==> config.mk <==
export PLATFORM = sky130hd
export DESIGN_NAME = tl_bridge_top
export DESIGN_NICKNAME = d
export VERILOG_FILES = /design/src/logic/tl_bridge_pkg.sv /design/src/logic/tl_bridge_top.sv /design/src/logic/response_decode.sv /design/src/logic/request_capture.sv /design/src/logic/tl_bridge_ctrl.sv
export VERILOG_INCLUDE_DIRS = /design/src /design/src/logic
export SDC_FILE = /design/constraint.sdc
export NUM_CORES = 1
export LEC_CHECK = 0
export BUFFER_PORTS_ARGS = -buffer_cell sky130_fd_sc_hd__clkbuf_2
export CORE_AREA = 4 4 143 159
export DETAILED_ROUTE_END_ITERATION = 12
export DIE_AREA = 0 0 147 163
export GPL_TIMING_DRIVEN = 0
export HOLD_SLACK_MARGIN = 0.06
export SYNTH_ARGS = -nofsm -noshare
export SYNTH_HDL_FRONTEND = slang
export SYNTH_SLANG_ARGS = --single-unit
==> constraint.sdc <==
create_clock -name clk -period 3.64 [get_ports clk]
set_clock_uncertainty 0.15 [all_clocks]
set_input_delay 0.546 -clock clk [delete_from_list [all_inputs] [get_ports clk]]
set_output_delay 0.546 -clock clk [all_outputs]
set_load 0.02 [all_outputs]
==> src/logic/tl_bridge_macros.svh <==
////////////////////////////////////////////////////////////
// TileLink-UL bridge constants
// Widths, channel opcodes, size codes and retry limit
////////////////////////////////////////////////////////////
`ifndef TL_BRIDGE_MACROS_SVH
`define TL_BRIDGE_MACROS_SVH

// Datapath geometry
`define TL_XLEN                32     // Data and address width
`define TL_STRB_W              4      // Byte lanes per word

// A channel opcodes
`define TL_A_GET               3'd4
`define TL_A_PUT_FULL          3'd0

// D channel opcodes
`define TL_D_ACK               3'd0   // Write acknowledge, no data
`define TL_D_ACK_DATA          3'd2
`define TL_D_ACK_DATA_CORRUPT  3'd5
`define TL_D_ACK_ERROR         3'd7

// Log2 of bytes per access
`define TL_SIZE_BYTE           3'd0
`define TL_SIZE_HALF           3'd1
`define TL_SIZE_WORD           3'd2

// Retry of denied or corrupt responses
`define TL_MAX_RETRIES         3
`define TL_RETRY_W             2      // Must hold TL_MAX_RETRIES

`endif
==> src/logic/tl_bridge_pkg.sv <==
////////////////////////////////////////////////////////////
// TileLink-UL bridge types
// Bus word with byte view, controller states, lane swap
////////////////////////////////////////////////////////////
`include "tl_bridge_macros.svh"

package tl_bridge_pkg;

    // One bus word, seen whole or as byte lanes
    typedef union packed {
        logic [`TL_XLEN-1:0]          word;
        logic [`TL_STRB_W-1:0][7:0]   bytes;  // bytes[0] is lane 0
    } bus_word_u;

    typedef enum logic [1:0] {
        IDLE,       // Waiting for a CPU request
        SEND,       // A channel request offered
        WAIT_RESP,  // Waiting for the D channel
        RESPOND     // Result handed to the CPU
    } ctrl_state_e;

    // Reverse the bytes of an access of the given size
    // Logical byte i lands in lane n-1-i, upper lanes are zero
    function automatic bus_word_u lane_swap(input bus_word_u w, input logic [2:0] size);
        bus_word_u r;
        int        n;
        r.word = '0;
        case (size)
            `TL_SIZE_BYTE: n = 1;
            `TL_SIZE_HALF: n = 2;
            `TL_SIZE_WORD: n = 4;
            default:       n = 0;  // Unsupported size gives zero
        endcase
        for (int i = 0; i < `TL_STRB_W; i++) begin
            if (i < n) begin
                r.bytes[n-1-i] = w.bytes[i];
            end
        end
        return r;
    endfunction

endpackage

==> src/logic/tl_bridge_top.sv <==
////////////////////////////////////////////////////////////
// CPU load/store to TileLink-UL master bridge
// Controller plus request and response datapaths
////////////////////////////////////////////////////////////
`include "tl_bridge_macros.svh"

module tl_bridge_top (
    input  logic                   clk,
    input  logic                   reset,

    // CPU request and result
    input  logic                   cpu_ready,
    input  logic [`TL_XLEN-1:0]    cpu_address,
    input  logic [`TL_XLEN-1:0]    cpu_wdata,
    input  logic [`TL_STRB_W-1:0]  cpu_wstrb,
    input  logic [2:0]             cpu_size,
    input  logic                   cpu_read,
    output logic                   cpu_ack,
    output logic [`TL_XLEN-1:0]    cpu_rdata,
    output logic                   cpu_denied,
    output logic                   cpu_corrupt,
    output logic                   cpu_valid,

    // TileLink A channel
    output logic                   tl_a_valid,
    input  logic                   tl_a_ready,
    output logic [2:0]             tl_a_opcode,
    output logic [2:0]             tl_a_size,
    output logic [`TL_XLEN-1:0]    tl_a_address,
    output logic [`TL_STRB_W-1:0]  tl_a_mask,
    output logic [`TL_XLEN-1:0]    tl_a_data,

    // TileLink D channel
    input  logic                   tl_d_valid,
    output logic                   tl_d_ready,
    input  logic [2:0]             tl_d_opcode,
    input  logic [`TL_XLEN-1:0]    tl_d_data,
    input  logic                   tl_d_denied,
    input  logic                   tl_d_corrupt
);

    logic capture_en;
    logic resp_take;
    logic resp_final;
    logic store_ok;
    logic is_read;
    logic resp_fault;

    tl_bridge_ctrl tl_bridge_ctrl_i (
        .clk        (clk),
        .reset      (reset),
        .cpu_ready  (cpu_ready),
        .store_ok   (store_ok),
        .is_read    (is_read),
        .resp_fault (resp_fault),
        .tl_a_ready (tl_a_ready),
        .tl_d_valid (tl_d_valid),
        .capture_en (capture_en),
        .resp_take  (resp_take),
        .resp_final (resp_final),
        .cpu_ack    (cpu_ack),
        .cpu_valid  (cpu_valid),
        .tl_a_valid (tl_a_valid),
        .tl_d_ready (tl_d_ready)
    );

    request_capture request_capture_i (
        .clk          (clk),
        .reset        (reset),
        .capture_en   (capture_en),
        .cpu_address  (cpu_address),
        .cpu_wdata    (cpu_wdata),
        .cpu_wstrb    (cpu_wstrb),
        .cpu_size     (cpu_size),
        .cpu_read     (cpu_read),
        .store_ok     (store_ok),
        .is_read      (is_read),
        .tl_a_opcode  (tl_a_opcode),
        .tl_a_size    (tl_a_size),
        .tl_a_address (tl_a_address),
        .tl_a_mask    (tl_a_mask),
        .tl_a_data    (tl_a_data)
    );

    // Read swap uses the captured size
    response_decode response_decode_i (
        .clk          (clk),
        .reset        (reset),
        .capture_en   (capture_en),
        .store_ok     (store_ok),
        .resp_take    (resp_take),
        .resp_final   (resp_final),
        .is_read      (is_read),
        .tl_a_size    (tl_a_size),
        .tl_d_opcode  (tl_d_opcode),
        .tl_d_data    (tl_d_data),
        .tl_d_denied  (tl_d_denied),
        .tl_d_corrupt (tl_d_corrupt),
        .resp_fault   (resp_fault),
        .cpu_rdata    (cpu_rdata),
        .cpu_denied   (cpu_denied),
        .cpu_corrupt  (cpu_corrupt)
    );

endmodule

==> src/logic/response_decode.sv <==
////////////////////////////////////////////////////////////
// Response decode
// D channel classification and CPU result registers
////////////////////////////////////////////////////////////
`include "tl_bridge_macros.svh"

module response_decode
    import tl_bridge_pkg::*;
(
    input  logic                clk,
    input  logic                reset,
    input  logic                capture_en,
    input  logic                store_ok,
    input  logic                resp_take,
    input  logic                resp_final,
    input  logic                is_read,
    input  logic [2:0]          tl_a_size,    // Size of the request in flight
    input  logic [2:0]          tl_d_opcode,
    input  logic [`TL_XLEN-1:0] tl_d_data,
    input  logic                tl_d_denied,
    input  logic                tl_d_corrupt,
    output logic                resp_fault,
    output logic [`TL_XLEN-1:0] cpu_rdata,
    output logic                cpu_denied,
    output logic                cpu_corrupt
);

    logic reject_q;  // Store refused at capture

    assign resp_fault = tl_d_denied || tl_d_corrupt;

    always_ff @(posedge clk or posedge reset) begin
        if (reset) begin
            reject_q <= 1'b0;
        end else if (capture_en) begin
            reject_q <= !store_ok;
        end
    end

    ////////////////////////////////////////////////////////////
    // CPU result
    ////////////////////////////////////////////////////////////
    always_ff @(posedge clk or posedge reset) begin
        if (reset) begin
            cpu_rdata   <= '0;
            cpu_denied  <= 1'b0;
            cpu_corrupt <= 1'b0;
        end else if (capture_en) begin
            cpu_rdata   <= '0;  // Fresh request, old result gone
            cpu_denied  <= 1'b0;
            cpu_corrupt <= 1'b0;
        end else if (resp_final) begin
            cpu_rdata   <= '0;
            cpu_denied  <= 1'b0;
            cpu_corrupt <= 1'b0;
            if (reject_q) begin
                cpu_denied <= 1'b1;  // Mask did not fit size
            end else if (resp_fault) begin
                // Retries used up, report the last beat as is
                cpu_denied  <= tl_d_denied;
                cpu_corrupt <= tl_d_corrupt;
            end else if (is_read) begin
                case (tl_d_opcode)
                    `TL_D_ACK_DATA:         cpu_rdata   <= lane_swap(tl_d_data, tl_a_size);
                    `TL_D_ACK_DATA_CORRUPT: cpu_corrupt <= 1'b1;
                    `TL_D_ACK_ERROR:        cpu_denied  <= 1'b1;
                    default:                cpu_corrupt <= 1'b1;  // Unexpected read reply
                endcase
            end
            // Clean write ends with zero data and no flags
        end
    end

    ////////////////////////////////////////////////////////////
    // Result only from a D beat or a refused store
    ////////////////////////////////////////////////////////////
    final_source: assert property (@(posedge clk) disable iff (reset)
        resp_final |-> resp_take || reject_q);

    // Refused store never offers a D beat
    reject_no_take: assert property (@(posedge clk) disable iff (reset)
        reject_q && !capture_en |-> !resp_take);

endmodule

==> src/logic/request_capture.sv <==
////////////////////////////////////////////////////////////
// Request capture
// Store mask check, request registers, A channel fields
////////////////////////////////////////////////////////////
`include "tl_bridge_macros.svh"

module request_capture
    import tl_bridge_pkg::*;
(
    input  logic                   clk,
    input  logic                   reset,
    input  logic                   capture_en,
    input  logic [`TL_XLEN-1:0]    cpu_address,
    input  logic [`TL_XLEN-1:0]    cpu_wdata,   // Logical byte order
    input  logic [`TL_STRB_W-1:0]  cpu_wstrb,
    input  logic [2:0]             cpu_size,
    input  logic                   cpu_read,
    output logic                   store_ok,
    output logic                   is_read,
    output logic [2:0]             tl_a_opcode,
    output logic [2:0]             tl_a_size,
    output logic [`TL_XLEN-1:0]    tl_a_address,
    output logic [`TL_STRB_W-1:0]  tl_a_mask,
    output logic [`TL_XLEN-1:0]    tl_a_data    // Bus lane order
);

    logic                  size_ok;
    logic [`TL_XLEN-1:0]   req_address;
    logic [`TL_STRB_W-1:0] req_mask;
    logic [2:0]            req_size;
    bus_word_u             req_data;

    ////////////////////////////////////////////////////////////
    // Mask against size, from the live request
    ////////////////////////////////////////////////////////////
    always_comb begin
        case (cpu_size)
            `TL_SIZE_BYTE: size_ok = ($countones(cpu_wstrb) == 1);  // Any one lane
            `TL_SIZE_HALF: size_ok = (cpu_wstrb == 4'b0011) ||
                                     (cpu_wstrb == 4'b1100);
            `TL_SIZE_WORD: size_ok = (cpu_wstrb == {`TL_STRB_W{1'b1}});
            default:       size_ok = 1'b0;  // Doubleword and above refused
        endcase
    end

    assign store_ok = cpu_read || size_ok;  // Reads never checked

    // Read flag steers the FSM and the decoder
    always_ff @(posedge clk or posedge reset) begin
        if (reset) begin
            is_read <= 1'b0;
        end else if (capture_en) begin
            is_read <= cpu_read;
        end
    end

    // Payload held until the next capture
    always_ff @(posedge clk) begin
        if (capture_en) begin
            req_address <= cpu_address;
            req_mask    <= cpu_wstrb;
            req_size    <= cpu_size;
            req_data    <= lane_swap(cpu_wdata, cpu_size);  // To little-endian lanes
        end
    end

    ////////////////////////////////////////////////////////////
    // A channel fields
    ////////////////////////////////////////////////////////////
    assign tl_a_opcode  = is_read ? `TL_A_GET : `TL_A_PUT_FULL;
    assign tl_a_size    = req_size;
    assign tl_a_address = req_address;
    assign tl_a_mask    = req_mask;
    assign tl_a_data    = req_data.word;

endmodule

==> src/logic/tl_bridge_ctrl.sv <==
////////////////////////////////////////////////////////////
// Bridge controller
// Request FSM, retry counter and handshake outputs
////////////////////////////////////////////////////////////
`include "tl_bridge_macros.svh"

module tl_bridge_ctrl
    import tl_bridge_pkg::*;
(
    input  logic clk,
    input  logic reset,
    input  logic cpu_ready,   // CPU request pending
    input  logic store_ok,    // Mask fits size, or a read
    input  logic is_read,
    input  logic resp_fault,  // Denied or corrupt on D
    input  logic tl_a_ready,
    input  logic tl_d_valid,
    output logic capture_en,  // Latch the CPU request this cycle
    output logic resp_take,   // D beat accepted
    output logic resp_final,  // Latch the CPU result
    output logic cpu_ack,
    output logic cpu_valid,
    output logic tl_a_valid,
    output logic tl_d_ready
);

    ctrl_state_e           state;
    ctrl_state_e           next_state;
    logic [`TL_RETRY_W-1:0] retry_cnt;
    logic                  a_fire;
    logic                  d_fire;
    logic                  do_retry;

    ////////////////////////////////////////////////////////////
    // Handshake decode
    ////////////////////////////////////////////////////////////
    assign a_fire     = tl_a_valid && tl_a_ready;
    assign d_fire     = tl_d_valid && tl_d_ready;
    assign capture_en = (state == IDLE) && cpu_ready;
    assign resp_take  = (state == WAIT_RESP) && d_fire;

    // Faulted beat goes out again while retries remain
    assign do_retry = resp_take && resp_fault &&
                      (retry_cnt < `TL_RETRY_W'(`TL_MAX_RETRIES));

    // Rejected stores sit one cycle in RESPOND before their result
    // so that ack and valid never share a cycle
    assign resp_final = (resp_take && !do_retry) ||
                        ((state == RESPOND) && !cpu_valid);

    ////////////////////////////////////////////////////////////
    // Next state
    ////////////////////////////////////////////////////////////
    always_comb begin
        next_state = state;
        case (state)
            IDLE: begin
                if (capture_en) begin
                    next_state = store_ok ? SEND : RESPOND;  // Bad mask skips the bus
                end
            end
            SEND: begin
                if (a_fire) next_state = WAIT_RESP;
            end
            WAIT_RESP: begin
                if (resp_take) begin
                    next_state = do_retry ? SEND : RESPOND;
                end
            end
            RESPOND: begin
                if (cpu_valid) next_state = IDLE;  // Pulse done
            end
            default: next_state = IDLE;
        endcase
    end

    // Registered outputs follow the next state
    always_ff @(posedge clk or posedge reset) begin
        if (reset) begin
            state      <= IDLE;
            cpu_ack    <= 1'b0;
            cpu_valid  <= 1'b0;
            tl_a_valid <= 1'b0;
            tl_d_ready <= 1'b0;
        end else begin
            state      <= next_state;
            cpu_ack    <= capture_en;
            cpu_valid  <= resp_final;                // Result lands same edge
            tl_a_valid <= (next_state == SEND);
            tl_d_ready <= (next_state == WAIT_RESP);
        end
    end

    // Retries counted per transaction
    always_ff @(posedge clk or posedge reset) begin
        if (reset) begin
            retry_cnt <= '0;
        end else if (do_retry) begin
            retry_cnt <= retry_cnt + 1'b1;
        end else if (resp_final) begin
            retry_cnt <= '0;
        end
    end

    ////////////////////////////////////////////////////////////
    // Protocol checks
    ////////////////////////////////////////////////////////////
    a_valid_held: assert property (@(posedge clk) disable iff (reset)
        tl_a_valid && !tl_a_ready |=> tl_a_valid);

    cpu_valid_pulse: assert property (@(posedge clk) disable iff (reset)
        cpu_valid |=> !cpu_valid);

    // A refused request was always a store
    no_read_reject: assert property (@(posedge clk) disable iff (reset)
        capture_en && !store_ok |=> !is_read);

endmodule

==> impl_metrics.csv, run 1 <==
group,metric,value,unit
outcome,status,"complete, no violations",
global_route,grt_pass1_wl,34110,um
floorplanning,dieArea,23960,um2
routing,drt_iter0_markers,681,
routing,wl_met2,10530,um
final_layout,final_util,41.11,%
routing,met3_wirelength,2117,um
logic_synthesis,synth.most_common_cell,"edfxtp_1",
sta,post-route-period-util,97.21,%
logic_synthesis,synth_area_leaders,"edfxtp_1 34%, dfrtp_1 18%, ha_1 6.0%",
sta,max_slew_margin,8.726,%
place,globalplace.congestion,0.8902,
routing,top_layer_used,"met4",
routing,routedWlPerCell,20.13,um
global_route,antenna_found_initial,0,
logic_synthesis,synth_area,6284,um2
logic_synthesis,ys_ff_latch,115,
run,maxCapViolCount,0,
clock_network,cts_tree,"yes",
critical_path,required,3820,ps
sta,setup_viol,0,
place,io_buffers,223,
global_route,overflow,0,
sta,worst_pin_slew,1359,ps
critical_path,path_class,"register to register",
power_and_ir_drop,ir_worst_vdd,0.3041,mV
floorplanning,die_h,163,um
critical_path,cp.arrival,3710,ps
logic_synthesis,ys_seq_area_share,51.45,%
sta,hold_slack,148.8,ps
routing,wirelength,23090,um
routing,wl_met1,9545,um
clock_network,clkTransAtPathRegs,60,ps
worst_hold_path,min_path_type,"primary input to register",
final_layout,nets,989,
critical_path,end_kind,"register",
clock_network,cts_made_buffers,17,
sta,final_hold_viol_count,0,
logic_synthesis,synthArstFlopShare,38.26,%
clock_network,cts.sinks,115,
floorplanning,ios,226,
final_layout,drive_above_1_share,36.29,%
critical_path,start_kind,"register",
logic_synthesis,synth-main-ff-cell,"edfxtp_1",
final_layout,fill_cells,2095,
power_and_ir_drop,p_per_area,525.9,nW/um2
critical_path,cp_max_fo,8,
logic_synthesis,synth_top_area_share,33.93,%
global_route,grt_pass1_vias,5908,
final_layout,multi_input_area,3007,um2
logic_synthesis,avgSynthCellArea,10.74,um2
logic_synthesis,synth_top_cell_by_area,"edfxtp_1",
global_route,grt_usage,18.35,%
final_layout,seqCellArea,3233,um2
sta,fmax,0.2826,GHz
floorplanning,start_util,29.79,%
sta,finalMaxSlewViolations,0,
logic_synthesis,synth-edff-count,71,
clock_network,h-tree-depth,4,
global_route,grt_max_degree,75,
logic_synthesis,yosys_warnings,0,
clock_network,clkLatencyLatePin,420,ps
routing,drc,0,
place,dpl.hpwl,16440,um
routing,ant_nets,0,
logic_synthesis,synthTopCellsByCount,"71 x edfxtp_1, 68 x nand2_1, 44 x dfrtp_1",
clock_network,cts-root-buf,"clkbuf_16",
final_layout,diodes,0,
clock_network,cts_max_path_buffers,2,
final_layout,area_delta_synth_final,37.99,%
routing,vias_per_cell,5.439,
routing,vias,6239,
logic_synthesis,synthCells,585,
floorplanning,num_rows,56,
floorplanning,dieWidth,147,um
logic_synthesis,yosysUniqueCellTypes,55,
sta,period_minus_slack,3539,ps
routing,dr.pass1.iters,6,
power_and_ir_drop,cellLeakagePower,3.588,nW
floorplanning,core_area,21090,um2
routing by layer:
layer  vias to the layer above  track usage (%)
met5                         -                0
met2                       349            28.25
li1                       2844                -
met3                        62            5.038
met4                         0            8.856
met1                      2984            23.93
state kept, by name, summed over array words and instances, names as in the netlist:
name	cells
request_capture_i.is_read	1
request_capture_i.tl_a_address	32
request_capture_i.tl_a_data	32
request_capture_i.tl_a_mask	4
request_capture_i.tl_a_size	3
response_decode_i.cpu_corrupt	1
response_decode_i.cpu_denied	1
response_decode_i.cpu_rdata	32
response_decode_i.reject_q	1
tl_bridge_ctrl_i.cpu_ack	1
tl_bridge_ctrl_i.cpu_valid	1
tl_bridge_ctrl_i.retry_cnt	2
tl_bridge_ctrl_i.state	2
tl_bridge_ctrl_i.tl_a_valid	1
tl_bridge_ctrl_i.tl_d_ready	1
cells by family (layout without fill, tap and decap cells):
kind of cell | Yosys count | after routing | synth area share, %
buffers and inverters | 47 | 318 | 3.206
AOI/OAI and AO/OA | 198 | 198 | 23.86
DFF | 115 | 115 | 51.45
and+or+nand+nor | 190 | 190 | 14.68
xor gates and xnor gates | 1 | 1 | 0.1394
adders and majority gates | 31 | 31 | 6.292
muxes | 2 | 2 | 0.3186
other | 1 | 2 | 0.05968
worst max-delay path: stages (launching register included):
cell and delay (ps):
edfxtp_1 460, nor3b_4 240, inv_2 110, ha_2 210, or2_4 260, ha_4 190, ha_4 230, ha_1 270
inv_1 50, a2111oi_4 370, buf_4 210, and3_1 150, clkbuf_4 200, a221oi_1 80, o31ai_1 250
layout make-up:
type                       count  area share (%)
clock inverter                15           1.818
inverter                      17          0.7648
clock buffer                  17           4.906
tap                          290           4.185
buffer                        29           1.760
multi-input combinational    424           34.68
sequential                   115           37.29
timing repair buffer         240           14.60
layout by cell type, fill, tap and decap left out, drive strengths merged, types with 4 or more instances in the layout:
master,netlist,final
a31oi,25,25
o21ai,22,22
and2,11,11
ha,30,30
clkbuf,11,249
a22oi,9,9
a32oi,26,26
nand2,68,68
a21oi,4,4
and3,4,4
dfrtp,44,44
o31ai,35,35
nor2b,7,7
nand3,34,34
clkinv,0,6
buf,19,36
a221oi,39,39
nand2b,6,6
nor2,37,37
edfxtp,71,71
nor3,5,5
inv,17,21
o22ai,24,24
per-stage QoR:
| step | area (um2) | power, mW | setup TNS, ps | setup WS (ps) | instances |
|---|---|---|---|---|---|
| after floorplan | 6321 | 2.410 | 0 | 14.63 | 586 |
| after global placement | 7800 | 2.864 | -45620 | -872.0 | 1099 |
| after detailed placement | 7829 | 2.868 | -33430 | -813.8 | 1100 |
| after CTS | 8582 | 4.569 | 0 | 8.831 | 1142 |
| after global routing | 8671 | 4.754 | -22.12 | -12.39 | 1147 |
| final | 8671 | 4.560 | 0 | 101.4 | 1147 |
timing repair:
item                                    in CTS  in global routing
pin swaps                                   11                 12
endpoints found under the setup margin      64                 64
buffers inserted                             8                  6
endpoints found under the hold margin       19                  0
cloned                                       1                  0
hold buffers                                 1                  0
gates resized for setup                     22                 11
report_power, final:
part | leakage [nW] | internal [mW] | switching [mW]
Combinational | 2.07 | 0.352 | 0.811
Clock | 0.278 | 1.01 | 0.644
Sequential | 1.24 | 1.64 | 0.0953
worst paths after layout:
| path | from | endpoint | slack, ps | cells past startpoint |
|---|---|---|---|---|
| worst max-delay path | request_capture_i.tl_a_size[2] | response_decode_i.cpu_rdata[28] | 100 | 14 |
| worst min-delay path | cpu_address[1] | request_capture_i.tl_a_address[1] | 150 | 1 |
| worst max register to register | request_capture_i.tl_a_size[2] | response_decode_i.cpu_rdata[28] | 100 | 14 |
| worst min register to register | response_decode_i.cpu_rdata[1] | response_decode_i.cpu_rdata[1] | 340 | 2 |
| max in group asynchronous | reset | response_decode_i.cpu_rdata[2] | 2290 | 4 |
| min in group asynchronous | reset | response_decode_i.cpu_rdata[29] | 540 | 3 |
(Power assumes the default switching activity.)
==> run 2: changes to the inputs <==
==> constraint.sdc (replaced) <==
create_clock -name clk -period 3.64 [get_ports clk]
set_clock_uncertainty 0.15 [all_clocks]
set_input_delay 0.728 -clock clk [delete_from_list [all_inputs] [get_ports clk]]
set_output_delay 0.728 -clock clk [all_outputs]
set_load 0.02 [all_outputs]
==> impl_metrics.csv, run 2 (synthesis results as in run 1) <==
group,metric,value,unit
outcome,status,"complete, no violations",
power_and_ir_drop,switching_share,34.25,%
final_layout,nets,994,
routing,dr.pass1.iters,6,
critical_path,cp_max_fo,8,
critical_path,start_kind,"primary input",
sta,worst_pin_slew,1338,ps
sta,max_slew_margin,10.12,%
routing,vias,6335,
global_route,antenna_found_initial,0,
critical_path,cp.arrival,3570,ps
global_route,grt_usage,18.69,%
critical_path,r2r-start,"request_capture_i.tl_a_size[2]",
floorplanning,die_h,163,um
sta,rsz0062_at_grt,"true",
global_route,grt_pass1_vias,6123,
global_route,grt_pass1_wl,34800,um
place,globalplace.congestion,0.9344,
routing,drc,0,
routing,drt_iter0_markers,749,
power_and_ir_drop,p_switching,1.583,mW
final_layout,area_delta_synth_final,39.29,%
global_route,overflow,0,
place,dpl_worst_slack,-750.0,ps
sta,setup_viol,0,
power_and_ir_drop,cellLeakagePower,3.633,nW
critical_path,end_kind,"register",
place,io_buffers,223,
sta,hold_slack,100.3,ps
global_route,grt_max_degree,74,
clock_network,cts_made_buffers,17,
worst_hold_path,min_path_type,"primary input to async pin",
power_and_ir_drop,pwr-share-clk,36.9,%
run,maxCapViolCount,0,
power_and_ir_drop,internal_power,3.040,mW
clock_network,h-tree-depth,4,
clock_network,cts_tree,"yes",
clock_network,cts_max_path_buffers,2,
floorplanning,num_rows,56,
floorplanning,start_util,29.79,%
floorplanning,dieArea,23960,um2
floorplanning,core_area,21090,um2
critical_path,path_class,"primary input to register",
clock_network,cts-root-buf,"clkbuf_16",
final_layout,mostFrequentLayoutCell,"clkbuf_2",
floorplanning,ios,226,
final_layout,most-common-layout-cells,"223 x clkbuf_2, 71 x edfxtp_1, 67 x nand2_1, 44 x dfrtp_1, 39 x a221oi_1",
critical_path,cp-startpoint,"cpu_size[0]",
power_and_ir_drop,ir_worst_vdd,0.3304,mV
clock_network,clkTransAtPathRegs,60,ps
power_and_ir_drop,p_per_area,528.2,nW/um2
final_layout,drive_above_1_share,37.12,%
power_and_ir_drop,power,4.623,mW
clock_network,postCtsHoldBufs,0,
routing,wirelength,23260,um
critical_path,required,3610,ps
final_layout,final_util,41.50,%
sta,post-route-period-util,98.94,%
sta,finalMaxSlewViolations,0,
final_layout,fill_cells,2068,
clock_network,cts.sinks,115,
floorplanning,dieWidth,147,um
routing,routedWlPerCell,20.19,um
sta,period_minus_slack,3602,ps
critical_path,r2r_cells,15,
final_layout,diodes,0,
sta,final_hold_viol_count,0,
clock_network,clkLatencyLatePin,410,ps
routing,ant_nets,0,
power_and_ir_drop,p_seq_share,37.6,%
sta,fmax,0.2777,GHz
routing,vias_per_cell,5.499,
place,dpl.hpwl,16630,um
power_and_ir_drop,comb_power_share,25.5,%
sta,fin_ws,38.44,ps
## run 2: cell types whose count changed in the layout (fill, tap and decap cells not counted), moves of 2 or more
cell	previous run	this run
o21ai_1	1	4
clkinvlp_4	3	1
buf_4	17	21
clkinv_4	3	5
o21ai_0	21	18
inv_8	0	2
## run 2: worst paths after layout
| kind | to | slack [ps] |
|---|---|---|
| worst max-delay path | request_capture_i.tl_a_data[13] | 40 |
| worst min-delay path | request_capture_i.is_read | 100 |
| worst max register to register | response_decode_i.cpu_rdata[3] | 140 |
| worst min register to register | tl_bridge_ctrl_i.retry_cnt[1] | 350 |
| max in group asynchronous | response_decode_i.cpu_rdata[2] | 2750 |
| min in group clk | request_capture_i.tl_a_address[7] | 340 |
## run 2: timing repair
action,in CTS,in global routing
buffers inserted,7,12
pin swaps,6,10
resized for setup,13,21
endpoints found under the setup margin,61,64
endpoints found under the hold margin,0,0
gates cloned,0,1
## run 2: worst max-delay path, cell delays in order
cell and delay, ps:
clkbuf_2 130, nor3b_4 250, buf_6 140, inv_1 90
ha_2 200, nand2b_4 160, ha_2 210, ha_4 240
ha_1 280, nand2b_1 80, a2111oi_4 290, buf_6 200
nand3_2 230, o22ai_1 230, a31oi_1 80
## run 2: cell type report
type	count	area, um2	area share [%]
Inverter	17	66.31	0.7577
Timing Repair Buffer	245	1323	15.11
Clock buffer	17	425.4	4.861
Sequential cell	115	3233	36.94
Clock inverter	15	173.9	1.987
Tap cell	290	362.8	4.146
Multi-Input combinational cell	424	3017	34.47
Buffer	29	151.4	1.730
## run 2: metrics by stage
stage / cell area (um2) / std cells / setup TNS, ps
2_1_floorplan: 6341 / 586 / 0
3_3_place_gp: 7820 / 1099 / -58020
3_5_place_dp: 7876 / 1101 / -30640
4_1_cts: 8603 / 1140 / 0
5_1_grt: 8752 / 1152 / -365.5
6_report: 8752 / 1152 / 0
## run 2: power groups by stage
| stage | Clock, mW | Sequential [mW] | Combinational [mW] |
|---|---|---|---|
| 5_1_grt | 1.82 | 1.76 | 1.27 |
| 6_report | 1.70 | 1.74 | 1.18 |
| 3_3_place_gp | 0 | 1.78 | 1.09 |
| 2_1_floorplan | 0 | 1.98 | 0.435 |
| 4_1_cts | 1.75 | 1.74 | 1.15 |
| 3_5_place_dp | 0 | 1.77 | 1.13 |
## run 2: metal layers
metal	part of all wire (%)	track usage [%]	wire length, um	up-vias
met5	0	0	0	-
met3	8.3	3.785	1941	75
li1	-	-	-	2855
met4	4.3	10.68	990	0
met1	41	24.83	9571	3025
met2	46	28.42	10760	380
==> run 3: changes to the inputs <==
- CELL_PAD_IN_SITES_DETAIL_PLACEMENT: unset -> 1
- CELL_PAD_IN_SITES_GLOBAL_PLACEMENT: unset -> 1
- PLACE_DENSITY_LB_ADDON: unset -> 0.1
==> impl_metrics.csv, run 3 (synthesis results as in run 1) <==
group,metric,value,unit
outcome,status,"complete, no violations",
routing,vias_per_cell,5.473,
sta,final_hold_viol_count,0,
critical_path,required,3630,ps
power_and_ir_drop,p_seq_share,37.2,%
power_and_ir_drop,switching_share,34.73,%
final_layout,mostFrequentLayoutCell,"clkbuf_2",
clock_network,cts_tree,"yes",
floorplanning,dieWidth,147,um
final_layout,most-common-layout-cells,"223 x clkbuf_2, 71 x edfxtp_1, 66 x nand2_1, 44 x dfrtp_1, 38 x a221oi_1",
final_layout,nets,988,
critical_path,cp.arrival,3530,ps
critical_path,end_kind,"register",
clock_network,cts-root-buf,"clkbuf_16",
place,placed_cell_area,7843,um2
floorplanning,start_util,29.79,%
sta,period_minus_slack,3540,ps
critical_path,cp_max_fo,8,
floorplanning,num_rows,56,
power_and_ir_drop,cellLeakagePower,3.621,nW
critical_path,r2r_cells,14,
routing,ant_nets,0,
final_layout,drive_above_1_share,38.20,%
power_and_ir_drop,p_per_area,527.8,nW/um2
worst_hold_path,min_path_type,"primary input to register",
clock_network,clkTransAtPathRegs,60,ps
global_route,grt_usage,20.84,%
final_layout,fin_area,8837,um2
routing,drc,0,
sta,max_slew_margin,13.56,%
final_layout,diodes,0,
global_route,grt_max_degree,75,
clock_network,cts_max_path_buffers,2,
floorplanning,ios,226,
routing,vias,6272,
routing,dr.pass1.iters,5,
sta,post-route-period-util,97.25,%
global_route,grt_pass1_vias,6742,
power_and_ir_drop,comb_power_share,25.5,%
floorplanning,dieArea,23960,um2
power_and_ir_drop,p_switching,1.620,mW
routing,wirelength,25310,um
global_route,grt_pass1_wl,38950,um
critical_path,r2r-start,"request_capture_i.tl_a_size[2]",
place,globalplace.congestion,0.9246,
run,maxCapViolCount,0,
critical_path,path_class,"primary input to register",
critical_path,start_kind,"primary input",
clock_network,clkLatencyLatePin,420,ps
place,io_buffers,223,
clock_network,h-tree-depth,4,
routing,drt_iter0_markers,339,
global_route,overflow,0,
power_and_ir_drop,internal_power,3.045,mW
sta,fmax,0.2825,GHz
critical_path,cp-endpoint,"request_capture_i.tl_a_data[11]",
critical_path,r2r_end,"response_decode_i.cpu_rdata[7]",
critical_path,cp-startpoint,"cpu_size[0]",
sta,finalMaxSlewViolations,0,
routing,routedWlPerCell,22.08,um
sta,setup_viol,0,
sta,worst_pin_slew,1287,ps
power_and_ir_drop,pwr-share-clk,37.4,%
critical_path,r2r_setup_slack,150,ps
global_route,antenna_found_initial,0,
floorplanning,die_h,163,um
power_and_ir_drop,power,4.664,mW
place,dpl.hpwl,19130,um
floorplanning,core_area,21090,um2
final_layout,area_delta_synth_final,40.64,%
power_and_ir_drop,ir_worst_vdd,0.3139,mV
clock_network,cts.sinks,115,
clock_network,cts_made_buffers,17,
[run 3: how the worst min path moves through the flow]
| stage | end | from | cells after the start |
|---|---|---|---|
| after detailed placement | response_decode_i.cpu_rdata[25] | response_decode_i.cpu_rdata[25] | 2 |
| after global routing | request_capture_i.tl_a_address[24] | cpu_address[24] | 1 |
| final | request_capture_i.tl_a_address[11] | cpu_address[11] | 1 |
| after CTS | request_capture_i.tl_a_address[11] | cpu_address[11] | 1 |
| after global placement | response_decode_i.cpu_rdata[2] | response_decode_i.cpu_rdata[2] | 2 |
| after floorplan | tl_bridge_ctrl_i.retry_cnt[0] | tl_bridge_ctrl_i.retry_cnt[0] | 1 |
[run 3: worst max-delay path, cell delays in order]
cell and delay [ps]:
clkbuf_2 140, nor3b_4 250, buf_6 130, inv_1 90
ha_2 210, nand2b_4 170, ha_2 210, ha_4 250
ha_4 270, nand2b_4 60, a2111oi_4 290, buf_6 180
buf_6 130, nand3_4 160, o22ai_1 180, a31oi_1 70
[run 3: power by group through the flow]
stage	logic, mW	registers (mW)	clock network [mW]
after detailed placement	1.13	1.77	0
final	1.19	1.73	1.74
after global routing	1.29	1.76	1.84
after global placement	1.10	1.77	0
after floorplan	0.435	1.98	0
after CTS	1.16	1.74	1.78
[run 3: layout make-up]
class                   count  area [um2]
fillers                  2372       12250
flip-flops and latches    115        3233
multi-input cells         424        3137
repair buffers            241        1281
clock buffers              17       425.4
well taps                 290       362.8
clock inverters            15       183.9
plain buffers              27       147.6
inverters                  17       66.31
[run 3: timing repair]
item / in CTS / in global routing
endpoints found under the setup margin: 64 / 64
resized for setup: 23 / 33
hold buffers: 1 / 0
gates cloned: 0 / 1
setup buffers: 11 / 4
endpoints found under the hold margin: 5 / 0
pin swaps: 12 / 12
[run 3: layer usage]
metal,up-vias,GRT usage [%],routed length [um]
met2,227,36.22,12940
met1,3159,25.73,10430
met5,-,0,0
met3,38,4.731,1466
met4,0,6.695,473
li1,2848,-,-
[run 3: through the flow]
stage / setup TNS [ps] / hold WS (ps) / util, % / cells / worst slack [ps]
after floorplan: 0 / 313.1 / - / 586 / 10.90
after global placement: -42900 / 329.3 / 37.08 / 1099 / -842.8
after detailed placement: -36920 / 335.7 / 37.19 / 1100 / -799.6
after CTS: 0 / 313.5 / 41.02 / 1144 / 5.610
after global routing: -142.1 / 306.5 / 41.90 / 1146 / -16.31
final: 0 / 333.1 / 41.90 / 1146 / 100.1
